`config.mk`:
```
export PLATFORM = sky130hd
export DESIGN_NAME = calendar_set_top
export DESIGN_NICKNAME = d
export VERILOG_FILES = /design/src/source/calendar_set_pkg.sv /design/src/source/set_step_decoder.sv /design/src/source/field_counter.sv /design/src/source/readout_formatter.sv /design/src/source/calendar_set_top.sv
export VERILOG_INCLUDE_DIRS = /design/src /design/src/source
export SDC_FILE = /design/constraint.sdc
export NUM_CORES = 1
export LEC_CHECK = 0
export CORE_ASPECT_RATIO = 1.2
export CORE_MARGIN = 2
export CORE_UTILIZATION = 39
export DETAILED_ROUTE_END_ITERATION = 16
export DONT_BUFFER_PORTS = 1
export PLACE_DENSITY = 0.53
export SLEW_MARGIN = 10
export SYNTH_ARGS = -nofsm -noshare
export SYNTH_HDL_FRONTEND = slang
export SYNTH_SLANG_ARGS = --single-unit
export TNS_END_PERCENT = 1
```
`constraint.sdc`:
```
create_clock -name clk -period 3.95 [get_ports clk]
set_input_delay 0.9875 -clock clk [delete_from_list [all_inputs] [get_ports clk]]
set_output_delay 0.9875 -clock clk [all_outputs]
set_load 0.005 [all_outputs]
```
`src/source/calendar_set_macros.svh`:
```
`ifndef CALENDAR_SET_MACROS_SVH
`define CALENDAR_SET_MACROS_SVH

////////////////////////////////////////////////////////////////////////////
// Calendar setter widths
////////////////////////////////////////////////////////////////////////////

// Field value width, large enough for a year of 99
`define CS_VALUE_W 7

// One BCD digit
`define CS_DIGIT_W 4

// Seconds, minutes, hours, day, month, year
`define CS_NUM_FIELDS 6

`endif

```
`src/source/calendar_set_pkg.sv`:
```
`default_nettype none

`include "calendar_set_macros.svh"

package calendar_set_pkg;

	// Field select codes, 6 and 7 are not used
	typedef enum logic [2:0] {
		FIELD_SEC   = 3'd0,
		FIELD_MIN   = 3'd1,
		FIELD_HOUR  = 3'd2,
		FIELD_DAY   = 3'd3,
		FIELD_MONTH = 3'd4,
		FIELD_YEAR  = 3'd5
	} field_e;

	typedef enum logic [1:0] {
		STEP_NONE = 2'd0,
		STEP_UP   = 2'd1,
		STEP_DOWN = 2'd2
	} step_op_e;

	// One-cycle step pulse from the decoder
	typedef struct packed {
		field_e   field;
		step_op_e op;
	} step_cmd_t;

	// Readout word, tens digit above ones digit
	typedef struct packed {
		field_e                  field;
		logic [`CS_DIGIT_W-1:0] tens;
		logic [`CS_DIGIT_W-1:0] ones;
	} readout_t;

endpackage

`default_nettype wire

```
`src/source/set_step_decoder.sv`:
```
`timescale 1ns/1ps
`default_nettype none

`include "calendar_set_macros.svh"

module set_step_decoder
	import calendar_set_pkg::*;
(
	input  logic      clk,
	input  logic      reset,
	input  field_e    sel,
	input  logic      btn_up,
	input  logic      btn_down,
	input  logic      busy,
	output step_cmd_t step
);

	logic      btn_up_q;
	logic      btn_down_q;
	logic      up_edge;
	logic      down_edge;
	logic      sel_ok;
	step_cmd_t step_next;

	////////////////////////////////////////////////////////////////////////////
	// Button edge detection
	////////////////////////////////////////////////////////////////////////////

	always_ff @(posedge clk) begin
		if (reset) begin
			btn_up_q   <= 1'b0;
			btn_down_q <= 1'b0;
		end else begin
			btn_up_q   <= btn_up;
			btn_down_q <= btn_down;
		end
	end

	assign up_edge   = btn_up & ~btn_up_q;
	assign down_edge = btn_down & ~btn_down_q;

	// Codes 6 and 7 select nothing
	assign sel_ok = (int'(sel) < `CS_NUM_FIELDS);

	////////////////////////////////////////////////////////////////////////////
	// Step command
	////////////////////////////////////////////////////////////////////////////

	// A pending pulse also blocks, busy only rises one cycle later
	always_comb begin
		step_next.field = sel;
		step_next.op    = STEP_NONE;
		if (sel_ok && !busy && (step.op == STEP_NONE)) begin
			if (up_edge) begin
				step_next.op = STEP_UP;
			end else if (down_edge) begin
				step_next.op = STEP_DOWN;
			end
		end
	end

	always_ff @(posedge clk) begin
		if (reset) begin
			step.field <= FIELD_SEC;
			step.op    <= STEP_NONE;
		end else begin
			step <= step_next;
		end
	end

endmodule

`default_nettype wire

```
`src/source/field_counter.sv`:
```
`timescale 1ns/1ps
`default_nettype none

`include "calendar_set_macros.svh"

module field_counter
	import calendar_set_pkg::*;
#(
	parameter field_e FIELD_ID = FIELD_SEC,
	parameter int     LOW      = 0,
	parameter int     HIGH     = 59
) (
	input  logic                   clk,
	input  logic                   reset,
	input  step_cmd_t              step,
	output logic [`CS_VALUE_W-1:0] value
);

	localparam int W = `CS_VALUE_W;

	localparam logic [W-1:0] LOW_V  = W'(LOW);
	localparam logic [W-1:0] HIGH_V = W'(HIGH);

	logic         hit;
	logic [W-1:0] value_next;

	// Every counter sees the same pulse, only the addressed one moves
	assign hit = (step.field == FIELD_ID);

	always_comb begin
		value_next = value;
		if (hit) begin
			case (step.op)
				STEP_UP: begin
					if (value == HIGH_V) begin
						value_next = LOW_V;
					end else begin
						value_next = value + W'(1);
					end
				end
				STEP_DOWN: begin
					if (value == LOW_V) begin
						value_next = HIGH_V;
					end else begin
						value_next = value - W'(1);
					end
				end
				default: begin
					value_next = value;
				end
			endcase
		end
	end

	always_ff @(posedge clk) begin
		if (reset) begin
			value <= LOW_V;
		end else begin
			value <= value_next;
		end
	end

endmodule

`default_nettype wire

```
`src/source/readout_formatter.sv`:
```
`timescale 1ns/1ps
`default_nettype none

`include "calendar_set_macros.svh"

module readout_formatter
	import calendar_set_pkg::*;
(
	input  logic                                         clk,
	input  logic                                         reset,
	input  step_cmd_t                                    step,
	input  logic [`CS_NUM_FIELDS-1:0][`CS_VALUE_W-1:0] values,
	output logic                                         busy,
	output logic                                         readout_valid,
	input  logic                                         readout_ready,
	output readout_t                                     readout
);

	localparam int W  = `CS_VALUE_W;
	localparam int DW = `CS_DIGIT_W;

	typedef enum logic [1:0] {
		IDLE    = 2'd0,
		CAPTURE = 2'd1,
		HOLD    = 2'd2
	} state_e;

	state_e        state;
	state_e        state_next;
	field_e        field_q;
	logic [W-1:0]  cap_value;
	logic [DW-1:0] tens;
	logic [DW-1:0] ones;

	////////////////////////////////////////////////////////////////////////////
	// Readout FSM
	////////////////////////////////////////////////////////////////////////////

	always_comb begin
		state_next = state;
		case (state)
			IDLE: begin
				if (step.op != STEP_NONE) begin
					state_next = CAPTURE;
				end
			end
			// Counter has updated by now
			CAPTURE: state_next = HOLD;
			HOLD: begin
				if (readout_ready) begin
					state_next = IDLE;
				end
			end
			default: state_next = IDLE;
		endcase
	end

	always_ff @(posedge clk) begin
		if (reset) begin
			state <= IDLE;
		end else begin
			state <= state_next;
		end
	end

	assign busy          = (state != IDLE);
	assign readout_valid = (state == HOLD);

	////////////////////////////////////////////////////////////////////////////
	// Binary to BCD and readout register
	////////////////////////////////////////////////////////////////////////////

	assign cap_value = values[field_q];

	// Values stay below 100, so the tens fit one digit
	assign tens = DW'(cap_value / W'(10));
	assign ones = DW'(cap_value % W'(10));

	always_ff @(posedge clk) begin
		if ((state == IDLE) && (step.op != STEP_NONE)) begin
			field_q <= step.field;
		end
		if (state == CAPTURE) begin
			readout.field <= field_q;
			readout.tens  <= tens;
			readout.ones  <= ones;
		end
	end

endmodule

`default_nettype wire

```
`src/source/calendar_set_top.sv`:
```
`timescale 1ns/1ps
`default_nettype none

`include "calendar_set_macros.svh"

module calendar_set_top
	import calendar_set_pkg::*;
(
	input  logic     clk,
	input  logic     reset,
	input  field_e   sel,
	input  logic     btn_up,
	input  logic     btn_down,
	output logic     readout_valid,
	input  logic     readout_ready,
	output readout_t readout
);

	// Limits per field, indexed by field code
	localparam int FIELD_LOW [`CS_NUM_FIELDS]  = '{0, 0, 0, 1, 1, 0};
	localparam int FIELD_HIGH [`CS_NUM_FIELDS] = '{59, 59, 23, 31, 12, 99};

	step_cmd_t                                  step;
	logic                                       busy;
	logic [`CS_NUM_FIELDS-1:0][`CS_VALUE_W-1:0] values;

	set_step_decoder u_decoder (
		.clk      (clk),
		.reset    (reset),
		.sel      (sel),
		.btn_up   (btn_up),
		.btn_down (btn_down),
		.busy     (busy),
		.step     (step)
	);

	////////////////////////////////////////////////////////////////////////////
	// One counter per calendar field
	////////////////////////////////////////////////////////////////////////////

	for (genvar i = 0; i < `CS_NUM_FIELDS; i++) begin : g_field
		field_counter #(
			.FIELD_ID (field_e'(i)),
			.LOW      (FIELD_LOW[i]),
			.HIGH     (FIELD_HIGH[i])
		) u_counter (
			.clk   (clk),
			.reset (reset),
			.step  (step),
			.value (values[i])
		);
	end

	readout_formatter u_formatter (
		.clk           (clk),
		.reset         (reset),
		.step          (step),
		.values        (values),
		.busy          (busy),
		.readout_valid (readout_valid),
		.readout_ready (readout_ready),
		.readout       (readout)
	);

endmodule

`default_nettype wire

```
==> impl_metrics.toml <==
[run_status]
status = "completed"

[global_route]
grt_max_degree = 62
antenna_found_initial = 0
grt_use_met2 = 0.3268
gr-usage-met3 = 0.03597
grt_use_total = 0.1985
grt_pass1_wl_microns = 21600
busiest_layer = "met2"
grt_pass1_vias = 4238
grt_remaining_overflow = 0
grt_use_met1 = 0.2624

[sta]
fin_tns_setup_ns = 0
setup_viol = 0
rsz0062_at_grt = "no"
max-slew-margin-rel = 0.2434
worstMarginPinSlew_ns = 1.133
finalClockSkew_ns = 0.008628
hold_violations = 0
fin_crit_sh = 0.9303
fmax_mhz = 272.1
drv_slew = 0
min_period_ns = 3.675

[final_layout]
drive_above_1_share = 0.09045
antenna_cells = 0
multi_input_area_sq_um = 3070
area_growth_pct = 7.923
final_common_cell = "nor2_1"
layout_common_cells = "55 x nor2_1, 51 x nand2_1, 51 x dfxtp_1"
seqCellArea_sq_um = 1441
fin_nets = 617
n_fill_cell = 1196
final_util = 0.4297

[power_and_ir_drop]
p_per_area_nw_per_um2 = 327.8
pwr-share-clk = 0.473
swShare = 0.2609
p_leak_nw = 1.796
p_seq_frac = 0.425
p_int_mw = 1.255
power.switching_uw = 443.1
p_comb_frac = 0.103
max-vdd-ir-drop_mv = 0.1591
total_power_mw = 1.699

[clocking]
root_buffer = "clkbuf_16"
cts_hold_buffers = 0
clk-insertion-delay-late_ns = 0.33
cts_tree = "done"
clkSinkCount = 65
ctsHtreeMaxLevel = 3
clkSlewWorstSetupHoldPaths_ns = 0.06
cts_max_path_buffers = 2
cts_buffers = 9

[run]
maxCapViolations = 0

[yosys]
dominantRegCellSynth = "dfxtp_1"
yosys_register_bits = 65
synth_edf_count = 14
synthCells = 618
ys_seq_area_frac = 0.3002
async_flop_share = 0
synth_area_leaders = "dfxtp_1 21%, edfxtp_1 8.8%, a21oi_1 5.1%, mux2i_1 4.6%, ha_1 4.4%"
synth_top_area_share = 0.2127
synth_warnings = 0
syn-cell-area_sq_um = 4801
yosysUniqueCellTypes = 74
yosysTopAreaCell = "dfxtp_1"
syn-num-nets = 643
syn_avg_cell_area_sq_um = 7.768

[routing]
drcViolationCount = 0
ant_nets = 0
viasPerCell = 6.011
wl_per_cell_microns = 16.76
wirelength_microns = 12710
dr.pass1.iters = 5
vias = 4556
dr.first_iter.drc_count = 336

[setup_path]
critical-path-max-stage-delay_ns = 0.54
cp.buffers_inverters = 1
crit_fanout = 9
critical_path.cell_chain = "buf_4 > mux2i_1 > o22ai_1 > a211o_2 > nand2_2 > o22ai_1 > a21oi_1 > ha_2 > o2111ai_2 > o2111ai_1 > o31ai_2 > o41ai_1 > a221oi_2"
crit_type = "reg2reg"
cp-start-kind = "register"
worst_path_max_delay_cell = "edfxtp_1"
ff2ff_setup_slack_ns = 0.28
crit_arrival_ns = 3.74
crit_required_ns = 4.01
crit_top_cell = "o22ai_1"
end_kind = "register"
cp_top_family = "compound AO/OA/AOI/OAI gates"

[floorplan]
dieArea_sq_um = 13220
start_util = 0.3982
io_pins = 20
std_cell_rows = 44
die_w_microns = 105.3
coreArea_sq_um = 12060
die_y_microns = 125.5

[hold_path]
min_path_type = "reg2reg"

[place]
hpwl_microns = 8963
port_buffers = 0
place_congestion = 0.8876
## metal layers
| metal | part of all wire | routed length, microns | up-vias |
|---|---|---|---|
| met3 | 0.043 | 540 | 14 |
| met1 | 0.46 | 5827 | 2151 |
| met4 | 0.016 | 202 | 0 |
| met5 | 0 | 0 | - |
| li1 | - | - | 2241 |
| met2 | 0.48 | 6134 | 150 |
## area by class of cell
| cell class | instances | area share |
|---|---|---|
| timing repair buffer | 12 | 0.01739 |
| sequential | 65 | 0.2782 |
| tap | 161 | 0.03888 |
| inverter | 22 | 0.01594 |
| clock inverter | 7 | 0.01352 |
| clock buffer | 9 | 0.04347 |
| multi-input combinational | 482 | 0.5926 |
## Yosys cell counts, types with 7 or more instances
cell type,n
nor2_1,56
dfxtp_1,51
nand2_1,51
a21oi_1,49
o21ai_0,42
clkbuf_1,40
nand3_1,24
inv_1,22
mux2i_1,22
nor3_1,20
ha_1,17
a211oi_1,14
edfxtp_1,14
nor2b_1,12
o22ai_1,11
and3_1,10
a31oi_1,9
nand2b_1,9
nor4_1,9
or3_1,8
o211ai_1,7
## state kept, by name, summed over array words and instances, names as in the netlist
name and cells:
g_field.u_counter.value 42, u_formatter.readout 11, u_decoder.step 5, u_formatter.field_q 3, u_formatter.state 2, u_decoder.btn_down_q 1, u_decoder.btn_up_q 1
## metrics by stage
| stage | setup slack, ns | hold WS, ns | instances | area (sq um) |
|---|---|---|---|---|
| global route | 0.03579 | 0.4284 | 758 | 5181 |
| detailed placement | 0.1363 | 0.3913 | 740 | 4858 |
| floorplan | 0.5388 | 0.3742 | 618 | 4801 |
| finish | 0.2754 | 0.3938 | 758 | 5181 |
| CTS | 0.1184 | 0.4001 | 756 | 5154 |
| global placement | 0.2863 | 0.3908 | 740 | 4858 |
## logic make-up (layout without fill, tap and decap cells)
| group | Yosys count | count (layout) | share of synthesized area |
|---|---|---|---|
| xor+xnor | 12 | 12 | 0.02189 |
| simple gates | 236 | 236 | 0.2505 |
| fa+ha+maj | 17 | 17 | 0.04430 |
| buf+inv | 71 | 50 | 0.06333 |
| mux | 26 | 26 | 0.05525 |
| flops | 65 | 65 | 0.3002 |
| compound gates | 191 | 191 | 0.2645 |
## power groups by stage
stage / Sequential [mW] / Combinational, mW / Clock (mW)
final: 0.722 / 0.174 / 0.803
after global routing: 0.725 / 0.195 / 0.860
after CTS: 0.721 / 0.171 / 0.822
after detailed placement: 0.736 / 0.170 / 0
after global placement: 0.736 / 0.168 / 0
after floorplan: 0.725 / 0.151 / 0
## path summary, 6_finish.rpt
check                         start  cells past startpoint                     end
max          u_formatter.field_q[1]                     13  u_formatter.readout[1]
min            u_decoder.btn_down_q                      1       u_decoder.step[1]
max reg2reg  u_formatter.field_q[1]                     13  u_formatter.readout[1]
min reg2reg    u_decoder.btn_down_q                      1       u_decoder.step[1]
## timing repair
item | 4_1_cts | 5_1_grt
setup buffers | 0 | 2
gates resized for setup | 0 | 4
setup endpoints to repair | 0 | 3
Power figures use the tool's default switching activity.
